<file path="config.mk">
export PLATFORM = sky130hd
export DESIGN_NAME = timer_unit
export DESIGN_NICKNAME = d
export VERILOG_FILES = /design/src/apb_pkg.sv /design/src/timer_pkg.sv /design/src/timer_prescaler.sv /design/src/timer_counter.sv /design/src/timer_regs.sv /design/src/timer_unit.sv
export SDC_FILE = /design/constraint.sdc
export NUM_CORES = 1
export LEC_CHECK = 0
export BUFFER_PORTS_ARGS = -buffer_cell sky130_fd_sc_hd__clkbuf_2
export CELL_PAD_IN_SITES_DETAIL_PLACEMENT = 0
export CELL_PAD_IN_SITES_GLOBAL_PLACEMENT = 1
export CORE_ASPECT_RATIO = 1.1
export CORE_MARGIN = 2
export CORE_UTILIZATION = 42
export DETAILED_ROUTE_END_ITERATION = 8
export PLACE_DENSITY_LB_ADDON = 0.1
export SLEW_MARGIN = 10
export SYNTH_ARGS = -nofsm -noshare
export SYNTH_HDL_FRONTEND = slang
export SYNTH_SLANG_ARGS = --single-unit
export TNS_END_PERCENT = 20
</file>
<file path="constraint.sdc">
create_clock -name hclk_i -period 3.1 [get_ports hclk_i]
set_input_delay 0.62 -clock hclk_i [delete_from_list [all_inputs] [get_ports hclk_i]]
set_output_delay 0.62 -clock hclk_i [all_outputs]
set_load 0.01 [all_outputs]
</file>
<file path="src/apb_pkg.sv">
// APB bus types shared by the timer peripheral and its testbench.
// Import where the request or response structs are needed.
`default_nettype none

package apb_pkg;

   localparam int unsigned APB_ADDR_W = 12;  // peripheral byte address space
   localparam int unsigned APB_DATA_W = 32;

   typedef logic [APB_ADDR_W-1:0] apb_addr_t;
   typedef logic [APB_DATA_W-1:0] apb_data_t;

   // driven by the master
   typedef struct packed {
      logic      psel;
      logic      penable;
      logic      pwrite;
      apb_addr_t paddr;
      apb_data_t pwdata;
   } apb_req_t;

   // driven by the slave
   typedef struct packed {
      apb_data_t prdata;
      logic      pready;
      logic      pslverr;
   } apb_rsp_t;

endpackage

`default_nettype wire

</file>
<file path="src/timer_pkg.sv">
// Widths, channel configuration and register map of the two-channel timer.
// Used by every timer module and by the testbench.
`default_nettype none

package timer_pkg;

   localparam int unsigned COUNT_W  = 32;
   localparam int unsigned PRESC_W  = 8;
   localparam int unsigned NUM_CHAN = 2;
   localparam int unsigned CHAN_LO  = 0;
   localparam int unsigned CHAN_HI  = 1;

   typedef logic [COUNT_W-1:0]         count_t;
   typedef logic [PRESC_W-1:0]         presc_t;
   typedef logic [$clog2(NUM_CHAN)-1:0] chan_idx_t;

   typedef struct packed {
      logic   enable;
      logic   one_shot;  // drop enable at compare
      logic   presc_en;  // 0 bypasses the prescaler
      presc_t presc;
   } chan_cfg_t;

   // address map, one block of registers per channel
   localparam int unsigned CHAN_STRIDE = 'h10;
   localparam int unsigned CHAN_OFFS_W = $clog2(CHAN_STRIDE);

   typedef logic [CHAN_OFFS_W-1:0] reg_offs_t;

   localparam reg_offs_t REG_CFG = 'h0;
   localparam reg_offs_t REG_CNT = 'h4;
   localparam reg_offs_t REG_CMP = 'h8;

   // CFG word layout
   localparam int unsigned CFG_EN_BIT       = 0;
   localparam int unsigned CFG_ONE_SHOT_BIT = 1;
   localparam int unsigned CFG_PRESC_EN_BIT = 2;
   localparam int unsigned CFG_PRESC_LSB    = 8;
   localparam int unsigned CFG_RESET_BIT    = 31;  // write only, self clearing

endpackage

`default_nettype wire

</file>
<file path="src/timer_prescaler.sv">
// Per-channel prescaler: turns enabled bus clock cycles into count ticks.
// Ticks every cycle when bypassed, else once every presc+1 cycles.
`default_nettype none

module timer_prescaler
   import timer_pkg::*;
(
   input  logic      hclk_i,
   input  logic      rst_i,
   input  chan_cfg_t cfg_i,
   input  logic      restart_i,  // count load or reset from the bus
   output logic      tick_o
);

   presc_t phase_q;
   logic   phase_wrap;

   // bypass ticks on every cycle
   assign phase_wrap = !cfg_i.presc_en || (phase_q == cfg_i.presc);
   assign tick_o     = cfg_i.enable && phase_wrap;

   always_ff @(posedge hclk_i) begin
      if (rst_i) begin
         phase_q <= '0;
      end else if (restart_i || !cfg_i.enable) begin
         phase_q <= '0;  // next run starts on a fresh phase
      end else if (tick_o) begin
         phase_q <= '0;
      end else begin
         phase_q <= phase_q + presc_t'(1);
      end
   end

endmodule

`default_nettype wire

</file>
<file path="src/timer_counter.sv">
// Per-channel 32-bit up-counter with compare.
// Wraps to 0 on the tick that finds the count at compare and flags the match
// for that one cycle. Clear beats load, load beats tick.
`default_nettype none

module timer_counter
   import timer_pkg::*;
(
   input  logic   hclk_i,
   input  logic   rst_i,
   input  logic   tick_i,
   input  logic   load_i,
   input  count_t load_value_i,
   input  logic   clear_i,
   input  count_t compare_i,
   output count_t count_o,
   output logic   target_reached_o
);

   count_t count_q;
   logic   at_target;
   logic   bus_override;  // software access owns this cycle

   assign at_target    = (count_q == compare_i);
   assign bus_override = clear_i || load_i;

   // match only counts when the tick is actually taken
   assign target_reached_o = tick_i && at_target && !bus_override;

   always_ff @(posedge hclk_i) begin
      if (rst_i) begin
         count_q <= '0;
      end else if (clear_i) begin
         count_q <= '0;
      end else if (load_i) begin
         count_q <= load_value_i;
      end else if (tick_i) begin
         if (at_target) begin
            count_q <= '0;
         end else begin
            count_q <= count_q + count_t'(1);
         end
      end
   end

   assign count_o = count_q;

endmodule

`default_nettype wire

</file>
<file path="src/timer_regs.sv">
// APB slave of the timer: CFG, CNT and CMP per channel, zero wait states.
// CNT writes and the CFG reset bit leave as one-cycle strobes to the counters;
// one-shot channels lose their enable on the compare match.
`default_nettype none

module timer_regs
   import apb_pkg::*;
   import timer_pkg::*;
(
   input  logic      hclk_i,
   input  logic      rst_i,
   input  apb_req_t  apb_req_i,
   output apb_rsp_t  apb_rsp_o,
   input  logic      target_reached_i [NUM_CHAN],
   input  count_t    count_i          [NUM_CHAN],
   output chan_cfg_t cfg_o            [NUM_CHAN],
   output count_t    compare_o        [NUM_CHAN],
   output logic      load_o           [NUM_CHAN],
   output count_t    load_value_o,
   output logic      clear_o          [NUM_CHAN]
);

   // paddr bits above the register offset select the channel
   localparam int unsigned CHAN_FIELD_W = APB_ADDR_W - CHAN_OFFS_W;

   chan_cfg_t cfg_q [NUM_CHAN];
   count_t    cmp_q [NUM_CHAN];

   logic [CHAN_FIELD_W-1:0] chan_field;
   chan_idx_t               chan;
   reg_offs_t               offset;
   logic                    chan_hit;
   logic                    reg_hit;
   logic                    access;
   logic                    wr_en;

   function automatic apb_data_t cfg_to_word(chan_cfg_t cfg);
      apb_data_t word;
      word = '0;
      word[CFG_EN_BIT]               = cfg.enable;
      word[CFG_ONE_SHOT_BIT]         = cfg.one_shot;
      word[CFG_PRESC_EN_BIT]         = cfg.presc_en;
      word[CFG_PRESC_LSB +: PRESC_W] = cfg.presc;
      return word;
   endfunction

   function automatic chan_cfg_t word_to_cfg(apb_data_t word);
      chan_cfg_t cfg;
      cfg.enable   = word[CFG_EN_BIT];
      cfg.one_shot = word[CFG_ONE_SHOT_BIT];
      cfg.presc_en = word[CFG_PRESC_EN_BIT];
      cfg.presc    = word[CFG_PRESC_LSB +: PRESC_W];
      return cfg;
   endfunction

   // address decode
   assign chan_field = apb_req_i.paddr[APB_ADDR_W-1:CHAN_OFFS_W];
   assign chan       = chan_field[$bits(chan_idx_t)-1:0];
   assign offset     = apb_req_i.paddr[CHAN_OFFS_W-1:0];
   assign chan_hit   = (chan_field < CHAN_FIELD_W'(NUM_CHAN));
   assign reg_hit    = chan_hit &&
                       (offset == REG_CFG || offset == REG_CNT || offset == REG_CMP);

   assign access = apb_req_i.psel && apb_req_i.penable;
   assign wr_en  = access && apb_req_i.pwrite && reg_hit;

   always_comb begin
      apb_rsp_o.pready  = access;
      apb_rsp_o.pslverr = access && !reg_hit;
      apb_rsp_o.prdata  = '0;  // unmapped reads return 0
      if (reg_hit) begin
         case (offset)
            REG_CFG: apb_rsp_o.prdata = cfg_to_word(cfg_q[chan]);
            REG_CNT: apb_rsp_o.prdata = count_i[chan];
            REG_CMP: apb_rsp_o.prdata = cmp_q[chan];
            default: apb_rsp_o.prdata = '0;
         endcase
      end
   end

   // strobes act on the edge that ends the access phase
   always_comb begin
      for (int c = 0; c < NUM_CHAN; c++) begin
         load_o[c]  = wr_en && (chan == chan_idx_t'(c)) && (offset == REG_CNT);
         clear_o[c] = wr_en && (chan == chan_idx_t'(c)) && (offset == REG_CFG) &&
                      apb_req_i.pwdata[CFG_RESET_BIT];
      end
   end

   assign load_value_o = apb_req_i.pwdata;

   always_ff @(posedge hclk_i) begin
      if (rst_i) begin
         for (int c = 0; c < NUM_CHAN; c++) begin
            cfg_q[c] <= '0;
            cmp_q[c] <= '0;
         end
      end else begin
         for (int c = 0; c < NUM_CHAN; c++) begin
            if (target_reached_i[c] && cfg_q[c].one_shot) begin
               cfg_q[c].enable <= 1'b0;  // one shot done
            end
         end
         // a bus write in the same cycle wins over the one-shot stop
         if (wr_en) begin
            case (offset)
               REG_CFG: cfg_q[chan] <= word_to_cfg(apb_req_i.pwdata);
               REG_CMP: cmp_q[chan] <= apb_req_i.pwdata;
               default: ;  // CNT lives in the counter
            endcase
         end
      end
   end

   always_comb begin
      for (int c = 0; c < NUM_CHAN; c++) begin
         cfg_o[c]     = cfg_q[c];
         compare_o[c] = cmp_q[c];
      end
   end

endmodule

`default_nettype wire

</file>
<file path="src/timer_unit.sv">
// Two-channel APB timer, lo and hi, each a prescaler feeding a counter.
// Each channel raises a one-cycle interrupt on its compare match.
`default_nettype none

module timer_unit
   import apb_pkg::*;
   import timer_pkg::*;
(
   input  logic     hclk_i,
   input  logic     rst_i,
   input  apb_req_t apb_req_i,
   output apb_rsp_t apb_rsp_o,
   output logic     irq_lo_o,
   output logic     irq_hi_o
);

   chan_cfg_t cfg            [NUM_CHAN];
   count_t    compare        [NUM_CHAN];
   count_t    count          [NUM_CHAN];
   logic      load           [NUM_CHAN];
   logic      clear          [NUM_CHAN];
   logic      restart        [NUM_CHAN];
   logic      tick           [NUM_CHAN];
   logic      target_reached [NUM_CHAN];
   count_t    load_value;  // shared, only one channel loads at a time

   timer_regs u_regs (
      .hclk_i           (hclk_i),
      .rst_i            (rst_i),
      .apb_req_i        (apb_req_i),
      .apb_rsp_o        (apb_rsp_o),
      .target_reached_i (target_reached),
      .count_i          (count),
      .cfg_o            (cfg),
      .compare_o        (compare),
      .load_o           (load),
      .load_value_o     (load_value),
      .clear_o          (clear)
   );

   // any software write to the count restarts the prescaler phase
   always_comb begin
      for (int c = 0; c < NUM_CHAN; c++) begin
         restart[c] = load[c] || clear[c];
      end
   end

   timer_prescaler u_presc_lo (
      .hclk_i    (hclk_i),
      .rst_i     (rst_i),
      .cfg_i     (cfg[CHAN_LO]),
      .restart_i (restart[CHAN_LO]),
      .tick_o    (tick[CHAN_LO])
   );

   timer_prescaler u_presc_hi (
      .hclk_i    (hclk_i),
      .rst_i     (rst_i),
      .cfg_i     (cfg[CHAN_HI]),
      .restart_i (restart[CHAN_HI]),
      .tick_o    (tick[CHAN_HI])
   );

   timer_counter u_cnt_lo (
      .hclk_i           (hclk_i),
      .rst_i            (rst_i),
      .tick_i           (tick[CHAN_LO]),
      .load_i           (load[CHAN_LO]),
      .load_value_i     (load_value),
      .clear_i          (clear[CHAN_LO]),
      .compare_i        (compare[CHAN_LO]),
      .count_o          (count[CHAN_LO]),
      .target_reached_o (target_reached[CHAN_LO])
   );

   timer_counter u_cnt_hi (
      .hclk_i           (hclk_i),
      .rst_i            (rst_i),
      .tick_i           (tick[CHAN_HI]),
      .load_i           (load[CHAN_HI]),
      .load_value_i     (load_value),
      .clear_i          (clear[CHAN_HI]),
      .compare_i        (compare[CHAN_HI]),
      .count_o          (count[CHAN_HI]),
      .target_reached_o (target_reached[CHAN_HI])
   );

   assign irq_lo_o = target_reached[CHAN_LO];
   assign irq_hi_o = target_reached[CHAN_HI];

endmodule

`default_nettype wire

</file>
==> results.json, run 1 <==
{
  "cts_max_path_buffers": 2,
  "first_iter_violations": 1078,
  "power_mw": 4.905,
  "synth_area_leader_cell": "edfxtp_1",
  "wire_per_inst_um": 23.35,
  "vias": 8995,
  "slew_headroom_pct": 21.67,
  "cts_num_sinks": 166,
  "status": "finished with violations",
  "area_delta_synth_final_pct": 20.27,
  "synth_edf_count": 86,
  "drv_slew": 0,
  "max_freq_ghz": 0.3187,
  "regToRegEndpoint": "u_cnt_lo.count_o[1]",
  "endpoint": "irq_lo_o",
  "cts_tree": "yes",
  "hold_start": "u_presc_hi.phase_q[0]",
  "grt_start_max_net_pins": 60,
  "grt_overflow": 0,
  "holdWs_ns": 0.4983,
  "global_route.usage.total_pct": 29.07,
  "path_class": "reg2out",
  "gp_congestion": 0.9654,
  "timing.final.crit_share_pct": 101.2,
  "viasPerCell": 5.933,
  "cp_max_fo": 3,
  "async_reset_ff_share_pct": 0,
  "drive_gt1_share_pct": 20.66,
  "drv_cap": 0,
  "finalHoldViolCount": 0,
  "post-route-drc-count": 10,
  "yosys_register_bits": 166,
  "netlist_top_cells_area": "edfxtp_1 (26%), dfxtp_1 (16%), xor2_1 (7.0%), and2_1 (6.6%), mux2i_1 (4.2%)",
  "fin_area_um2": 11920,
  "pre_cts_ws_ns": 0.03661,
  "multiInputGateArea_um2": 5509,
  "ff_latch_area_um2": 4184,
  "worst-r2r-setup-slack_ns": 0.25,
  "dp.cells": 1480,
  "synth.cell_area_um2": 9913,
  "grt_pass1_vias": 8436,
  "setup_viol": 1,
  "die_w_um": 150.5,
  "num_rows": 58,
  "synth_top_area_share_pct": 26.05,
  "holdCritPathClass": "reg2reg",
  "start_kind": "register",
  "powerDensity_nw_per_um2": 411.4,
  "htreeDepth": 4,
  "cp.arrival_ns": 2.52,
  "r2r_cells": 7,
  "required_ns": 2.48,
  "seq_area_frac_synth_pct": 42.21,
  "fillers": 2182,
  "skew_ns": 0.01493,
  "dp.final_hpwl_um": 27200,
  "regToRegStartpoint": "u_regs.cfg_q[0][4]",
  "leakage_nw": 4.483,
  "antenna_found_initial": 3,
  "crit_start": "u_regs.cmp_q[0][11]",
  "core_area_um2": 23000,
  "drtAntennaViolNets": 0,
  "cts_made_buffers": 17,
  "wl_um": 35400,
  "syn_area_per_cell_um2": 9.222,
  "grt_setup_unrepaired": "yes",
  "grt_pass1_wl_um": 52540,
  "ctsHoldBuffers": 0,
  "ioPinCount": 85,
  "fin_crit_ns": 3.138,
  "stdcell_count": 1516,
  "setup_ws_ns": -0.03790,
  "fin_nets": 1255,
  "die_h_um": 165.1,
  "root_buffer": "clkbuf_16",
  "tightest_slew_ns": 1.171,
  "start_util_pct": 43.09,
  "ir_drop_uv": 277.9,
  "clkLatencyLatePin_ns": 0.43,
  "violations": "design-rule violations, negative setup slack",
  "syn_nets": 1128,
  "path_clk_slew_ns": 0.07,
  "ys_warn_count": 0,
  "die_area_um2": 24850,
  "syn-instance-count": 1075,
  "port_buffers": 84,
  "place_area_um2": 11250,
  "cp-end-kind": "output pin",
  "first_pass_iters": 9,
  "ys.flop_type": "edfxtp_1",
  "ys_types": 62
}
-- registers in the layout (all words and copies together) (netlist names) --
name / cells
u_presc_hi.phase_q: 8
u_regs.cmp_q: 64
u_cnt_hi.count_o: 32
u_regs.cfg_q: 22
u_presc_lo.phase_q: 8
u_cnt_lo.count_o: 32
-- cell families (layout without fill, tap and decap cells) --
group	after synthesis	count (layout)	share of synthesized area, %
adder cells (fa/ha/maj)	4	4	0.5049
other	0	1	0
flip-flops	166	166	42.21
multiplexers	42	42	4.241
AND/OR/NAND/NOR	433	433	24.13
AO/OA/AOI/OAI	236	236	15.84
XOR/XNOR	110	110	9.719
buffers and inverters	84	224	3.357
-- timing repair --
item / in CTS / in global routing
pin swaps: 8 / 1
buffers inserted: 2 / 1
endpoints found under the setup margin: 2 / 8
resized for setup: 6 / 14
-- where the power goes --
part | internal [mW] | total, mW | switching (mW) | leakage [nW]
Combinational | 0.137 | 0.394 | 0.256 | 2.75
Sequential | 2.37 | 2.43 | 0.0624 | 1.46
Clock | 1.13 | 2.08 | 0.950 | 0.271
Total | 3.64 | 4.91 | 1.27 | 4.48
-- cells in the final DEF (no fill, tap or decap), drive strengths merged, types with 25 or more instances in the layout --
cell type    n
nand3       43
and2       104
nor4        25
mux2i       42
a21oi       44
buf         99
xor2        79
dfxtp       80
and3        27
xnor2       31
nand2       64
nor2        77
edfxtp      86
nand4       26
o21ai       68
clkbuf     103
-- how the worst min path moves through the flow --
stage,depth (start not counted),slack (ns),end
3_3_place_gp,1,0.48,u_presc_hi.phase_q[0]
4_1_cts,3,0.48,u_cnt_lo.count_o[20]
6_report,1,0.50,u_presc_hi.phase_q[0]
3_5_place_dp,1,0.49,u_presc_hi.phase_q[0]
5_1_grt,3,0.53,u_cnt_lo.count_o[20]
2_1_floorplan,1,0.45,u_presc_hi.phase_q[0]
-- cell type report --
class                      instances  share of cell area [%]
sequential                       166                   35.09
clock buffer                      20                   4.019
timing repair buffer             182                   10.43
clock inverter                    12                  0.7661
multi-input combinational        825                   46.21
inverter                          10                  0.3148
tap                              300                   3.148
antenna                            1                 0.02099
-- layer usage --
| layer | vias to the layer above | GRT usage [%] | wire, um |
|---|---|---|---|
| li1 | 4225 | - | - |
| met5 | - | 0 | 0 |
| met1 | 4255 | 42.34 | 15730 |
| met4 | 0 | 12.48 | 1299 |
| met3 | 70 | 4.093 | 2957 |
| met2 | 445 | 42.98 | 15420 |
-- synthesized netlist by cell type, drive strengths merged (5+ instances only) --
master    n
or3       9
and3     27
nand4b    5
xnor2    31
nand3    43
o21ai    68
o22ai    10
nor4     25
a22oi     9
dfxtp    80
mux2i    42
nor3     16
xor2     79
a211oi   12
nor2     77
and2    104
buf      10
o22a     21
clkbuf   64
inv      10
nand3b    5
nand2    64
nor2b     8
a222oi   23
edfxtp   86
or2       8
nand4    26
a21oi    44
a31oi    23
a21o      5
and4      5
-- critical path, stage by stage, from the launching register on --
cell      delay, ns
edfxtp_1       0.45
xor2_1         0.19
nor4_1         0.32
nand4_1        0.29
nor2_2         0.20
nand2_2        0.10
a311oi_2       0.24
buf_4          0.16
clkbuf_2       0.12
-- stage by stage --
stage | utilization, % | setup TNS (ns)
after global placement | 48.89 | 0
after CTS | 51.57 | -0.06010
after floorplan | - | 0
after global routing | 51.82 | -0.08879
after detailed placement | 48.89 | 0
final | 51.83 | -0.03790
Power figures use the tool's default switching activity.
==> run 2, diff against run 1 <==
Settings changed: CORE_UTILIZATION 42 to 43, SYNTH_HIERARCHICAL set to 1.
==> results.json, run 2 <==
{
  "synth_edf_count": 86,
  "timing.final.crit_share_pct": 97.39,
  "crit_start": "u_regs/cfg_q[1][5]",
  "wl_um": 37150,
  "top_register": "u_regs/cmp_q",
  "syn-instance-count": 1191,
  "cts_num_sinks": 166,
  "root_buffer": "clkbuf_16",
  "start_util_pct": 43.98,
  "holdCritPathClass": "reg2reg",
  "global_route.usage.total_pct": 28.27,
  "final_cell_mix": "nor2_1 (137), xor2_1 (100), buf_4 (91)",
  "drtAntennaViolNets": 0,
  "layout_commonest_cell": "nor2_1",
  "cp_max_fo": 2,
  "drv_cap": 0,
  "seq_area_frac_synth_pct": 38.63,
  "r2r_cells": 9,
  "htreeDepth": 4,
  "regToRegStartpoint": "u_regs/cfg_q[1][5]",
  "first_pass_iters": 5,
  "syn_area_per_cell_um2": 9.094,
  "endpoint": "irq_hi_o",
  "setup_viol": 0,
  "synth.cell_area_um2": 10830,
  "finalHoldViolCount": 0,
  "die_w_um": 155.3,
  "die_area_um2": 26470,
  "powerDensity_nw_per_um2": 392.9,
  "cts_max_path_buffers": 2,
  "cts_made_buffers": 17,
  "syn_nets": 1244,
  "area_delta_synth_final_pct": 14.51,
  "fin_crit_ns": 3.019,
  "viasPerCell": 5.821,
  "yosys_register_bits": 166,
  "power_mw": 4.873,
  "worstPathCellList": "xor2_1 > nor4_2 > nand2_1 > a21boi_2 > inv_2 > nor2_4 > nor4b_4 > buf_4 > clkbuf_2",
  "holdWs_ns": 0.5125,
  "grt_setup_unrepaired": "yes",
  "ioPinCount": 85,
  "slowest_stage": "edfxtp_1",
  "drive_gt1_share_pct": 20.25,
  "ys_types": 63,
  "core_area_um2": 24620,
  "leakage_nw": 4.633,
  "place_area_um2": 11770,
  "max_freq_ghz": 0.3312,
  "status": "complete, no violations",
  "ir_drop_uv": 277.5,
  "grt_start_max_net_pins": 67,
  "start_kind": "register",
  "slew_headroom_pct": 53.44,
  "path_class": "reg2out",
  "fin_area_um2": 12400,
  "cp_slowest_stage_delay_ns": 0.42,
  "die_h_um": 170.5,
  "ys_warn_count": 6,
  "dp.final_hpwl_um": 27210,
  "clkLatencyLatePin_ns": 0.43,
  "port_buffers": 84,
  "largest_reg_flops": 64,
  "tightest_slew_ns": 0.6920,
  "regToRegEndpoint": "u_cnt_hi/count_o[30]",
  "cts_tree": "yes",
  "wire_per_inst_um": 23.23,
  "synth_commonest_cells": "nor2_1 (139), xor2_1 (100), edfxtp_1 (86)",
  "netlist_top_cells_area": "edfxtp_1 (24%), dfxtp_1 (15%), xor2_1 (8.1%), mux2i_1 (5.5%), nor2_1 (4.8%)",
  "yosysMostFrequentCell": "nor2_1",
  "worst-r2r-setup-slack_ns": 0.74,
  "synth_area_leader_cell": "edfxtp_1",
  "antenna_found_initial": 1,
  "cp.arrival_ns": 2.40,
  "path_clk_slew_ns": 0.07,
  "grt_pass1_vias": 8648,
  "ys.flop_type": "edfxtp_1",
  "cp-end-kind": "output pin",
  "first_iter_violations": 884,
  "post-route-drc-count": 0,
  "async_reset_ff_share_pct": 0,
  "synth_top_area_share_pct": 23.84,
  "required_ns": 2.48,
  "antenna_cells": 0,
  "fin_nets": 1329,
  "skew_ns": 0.01656,
  "num_rows": 60,
  "grt_overflow": 0,
  "gp_congestion": 0.8558,
  "vias": 9308,
  "grt_pass1_wl_um": 55430,
  "drv_slew": 0
}
[run 2: cell types whose count changed after synthesis, moves of 17 or more]
cell / before / now
a21oi_1: 44 / 71
a222oi_1: 23 / 0
a31oi_1: 23 / 0
and2_1: 104 / 51
and3_1: 27 / 8
buf_4: 2 / 39
clkbuf_1: 64 / 47
mux2i_1: 42 / 59
nor2_1: 75 / 139
nor3_1: 15 / 32
nor3b_1: 3 / 45
o21a_1: 1 / 25
o21ai_0: 67 / 11
xor2_1: 79 / 100
[run 2: cell type report]
cell class / count / area, um^2
Clock inverter: 13 / 100.1
Inverter: 17 / 63.81
Fill cell: 2459 / 12220
Timing Repair Buffer: 179 / 1184
Clock buffer: 19 / 432.9
Multi-Input combinational cell: 895 / 6050
Tap cell: 310 / 387.9
Sequential cell: 166 / 4184
[run 2: layer usage]
| metal | global-route usage, % | vias to the layer above | wire [um] |
|---|---|---|---|
| li1 | - | 4422 | - |
| met1 | 41.50 | 4464 | 17120 |
| met2 | 43.23 | 379 | 16480 |
| met3 | 5.042 | 43 | 2849 |
| met4 | 6.621 | 0 | 694 |
| met5 | 0 | - | 0 |
[run 2: power by group]
part           switching, mW  internal, mW
Sequential            0.0612          2.37
Combinational          0.294         0.142
Clock                  0.969          1.04
[run 2: worst min-delay path by stage]
stage	start	cells after the start	end
detailed placement	u_presc_lo/phase_q[0]	1	u_presc_lo/phase_q[0]
global route	u_presc_lo/phase_q[0]	1	u_presc_lo/phase_q[0]
global placement	u_presc_lo/phase_q[0]	1	u_presc_lo/phase_q[0]
CTS	u_presc_lo/phase_q[0]	1	u_presc_lo/phase_q[0]
floorplan	u_presc_hi/phase_q[0]	1	u_presc_hi/phase_q[0]
finish	u_presc_lo/phase_q[0]	1	u_presc_lo/phase_q[0]
[run 2: cell families after synthesis]
kind of cell | count (synthesis) | share of synthesized area, %
buffers and inverters | 130 | 6.446
flip-flops | 166 | 38.63
adder cells (fa/ha/maj) | 4 | 0.4621
AND/OR/NAND/NOR | 485 | 24.58
AO/OA/AOI/OAI | 216 | 13.83
multiplexers | 59 | 5.453
XOR/XNOR | 131 | 10.59
[run 2: worst max-delay path: cells and delay by family (launching register included)]
family	cells	cell delay, ns
flops	1	0.42
simple gates	4	0.85
buf+inv	3	0.36
xor+xnor	1	0.17
compound gates	1	0.18
[run 2: per-stage QoR]
stage	setup WS [ns]	TNS (ns)	util, %	cells
3_3_place_gp	0.1183	0	47.80	1564
4_1_cts	0.02426	0	50.18	1596
3_5_place_dp	0.1511	0	47.80	1564
6_report	0.08103	0	50.37	1599
2_1_floorplan	0.1945	0	-	1191
5_1_grt	-0.02298	-0.02298	50.37	1599
[run 2: repair_timing]
| action | CTS | global route |
|---|---|---|
| setup endpoints to repair | 2 | 2 |
| hold buffers | 0 | 0 |
| hold endpoints to repair | 0 | 0 |
| setup buffers | 0 | 3 |
| pin swaps | 1 | 3 |
| gates resized for setup | 9 | 6 |
==> run 3, diff against run 2 <==
Settings changed: CORE_MARGIN 2 to unset.
==> results.json, run 3 (same netlist as run 2, synthesis figures left out) <==
{
  "grt_overflow": 0,
  "slowest_stage": "nor4_1",
  "top_register": "u_regs/cmp_q",
  "dp.final_hpwl_um": 26830,
  "first_iter_violations": 755,
  "required_ns": 2.48,
  "cts_num_sinks": 166,
  "post-route-drc-count": 0,
  "internal-power_mw": 3.634,
  "viasPerCell": 5.845,
  "power_switching_share_pct": 26.75,
  "setup_ws_ns": -0.02121,
  "worstPathCellList": "xor2_1 > nor4_1 > buf_4 > nand4_1 > nor4b_4 > clkbuf_2",
  "global_route.usage.total_pct": 28.63,
  "num_rows": 60,
  "wl_um": 36580,
  "final_cell_mix": "nor2_1 (137), xor2_1 (100), buf_4 (95)",
  "area_delta_synth_final_pct": 15.19,
  "skew_ns": 0.01568,
  "cp.arrival_ns": 2.50,
  "fillers": 2363,
  "drv_cap": 0,
  "fin_crit_ns": 3.121,
  "antenna_found_initial": 1,
  "core_area_um2": 24620,
  "root_buffer": "clkbuf_16",
  "port_buffers": 84,
  "drv_slew": 0,
  "fin_nets": 1334,
  "status": "finished with violations",
  "cts_tree": "yes",
  "cp_top_family": "simple AND/OR/NAND/NOR gates",
  "die_w_um": 153.3,
  "cp_slowest_stage_delay_ns": 0.49,
  "clkLatencyLatePin_ns": 0.44,
  "powerDensity_nw_per_um2": 397.7,
  "finalHoldViolCount": 0,
  "ioPinCount": 85,
  "leakage_nw": 4.675,
  "path_class": "reg2out",
  "clkPwrFrac_pct": 42.3,
  "violations": "negative setup slack",
  "grt_pass1_vias": 8667,
  "wire_per_inst_um": 22.79,
  "largest_reg_flops": 64,
  "vias": 9381,
  "ir_drop_uv": 283.8,
  "layout_commonest_cell": "nor2_1",
  "holdWs_ns": 0.5093,
  "p_switching_mw": 1.327,
  "cts_max_path_buffers": 2,
  "gp_congestion": 0.8714,
  "grt_start_max_net_pins": 67,
  "first_pass_iters": 5,
  "cts_made_buffers": 17,
  "start_util_pct": 43.98,
  "max_freq_ghz": 0.3204,
  "cp_max_fo": 2,
  "seq_power_share_pct": 48.9,
  "worstPathBufferInverterCount": 2,
  "cp-end-kind": "output pin",
  "tightest_slew_ns": 0.7650,
  "setup_viol": 1,
  "comb_power_share_pct": 8.9,
  "power_mw": 4.961,
  "grt_pass1_wl_um": 54630,
  "holdCritPathClass": "reg2reg",
  "drive_gt1_share_pct": 20.40,
  "drtAntennaViolNets": 0,
  "start_kind": "register",
  "timing.final.crit_share_pct": 100.7,
  "slew_headroom_pct": 48.81,
  "path_clk_slew_ns": 0.07,
  "setup_tns_ns": -0.02121,
  "htreeDepth": 4,
  "die_h_um": 168.5,
  "die_area_um2": 25830
}
[run 3: power by group through the flow]
| stage | Combinational, mW | Clock, mW | Sequential (mW) |
|---|---|---|---|
| global route | 0.465 | 2.20 | 2.43 |
| CTS | 0.423 | 2.12 | 2.43 |
| finish | 0.440 | 2.10 | 2.43 |
| floorplan | 0.258 | 0 | 2.45 |
| global placement | 0.419 | 0 | 2.47 |
| detailed placement | 0.417 | 0 | 2.48 |
[run 3: stage by stage]
stage / instances / instance area (um^2) / setup WS (ns) / util [%]
finish: 1605 / 12480 / -0.02121 / 50.67
global route: 1604 / 12470 / -0.03135 / 50.66
CTS: 1595 / 12390 / 0.02099 / 50.33
detailed placement: 1562 / 11770 / 0.1215 / 47.79
global placement: 1562 / 11770 / 0.1746 / 47.79
floorplan: 1191 / 10830 / 0.1945 / -
[run 3: worst register-to-register path, delay by kind of cell (launching register included)]
kind                   cells  cell delay, ns
buffers and inverters      2            0.45
flip-flops                 1            0.45
XOR/XNOR                   1            0.19
AND/OR/NAND/NOR            3            0.76
AO/OA/AOI/OAI              2            0.84
[run 3: metal layers]
metal	routed length, um	GRT usage, %	vias to the layer above
met5	0	0	-
met4	447	6.368	0
met3	2833	4.403	28
met2	16670	44.31	369
met1	16630	41.88	4548
li1	-	-	4436
[run 3: worst paths after layout]
path | cells past startpoint | end | start | slack, ns
max | 6 | irq_lo_o | u_regs/cmp_q[0][28] | -0.02
min | 1 | u_presc_lo/phase_q[0] | u_presc_lo/phase_q[0] | 0.51
max reg2reg | 8 | u_cnt_lo/count_o[27] | u_regs/cmp_q[0][28] | 0.30
min reg2reg | 1 | u_presc_lo/phase_q[0] | u_presc_lo/phase_q[0] | 0.51
[run 3: what timing repair did]
action,CTS,global route
pin swaps,1,5
gates resized for setup,9,3
hold buffers,0,0
buffers inserted,1,9
setup endpoints to repair,2,2
[run 3: layout make-up]
class	instances	area (um^2)	area share [%]
tap	310	387.9	3.109
clock buffer	19	432.9	3.470
sequential	166	4184	33.54
clock inverter	13	126.4	1.013
antenna	1	2.502	0.02006
multi-input combinational	895	6045	48.45
timing repair buffer	184	1234	9.889
inverter	17	63.81	0.5115
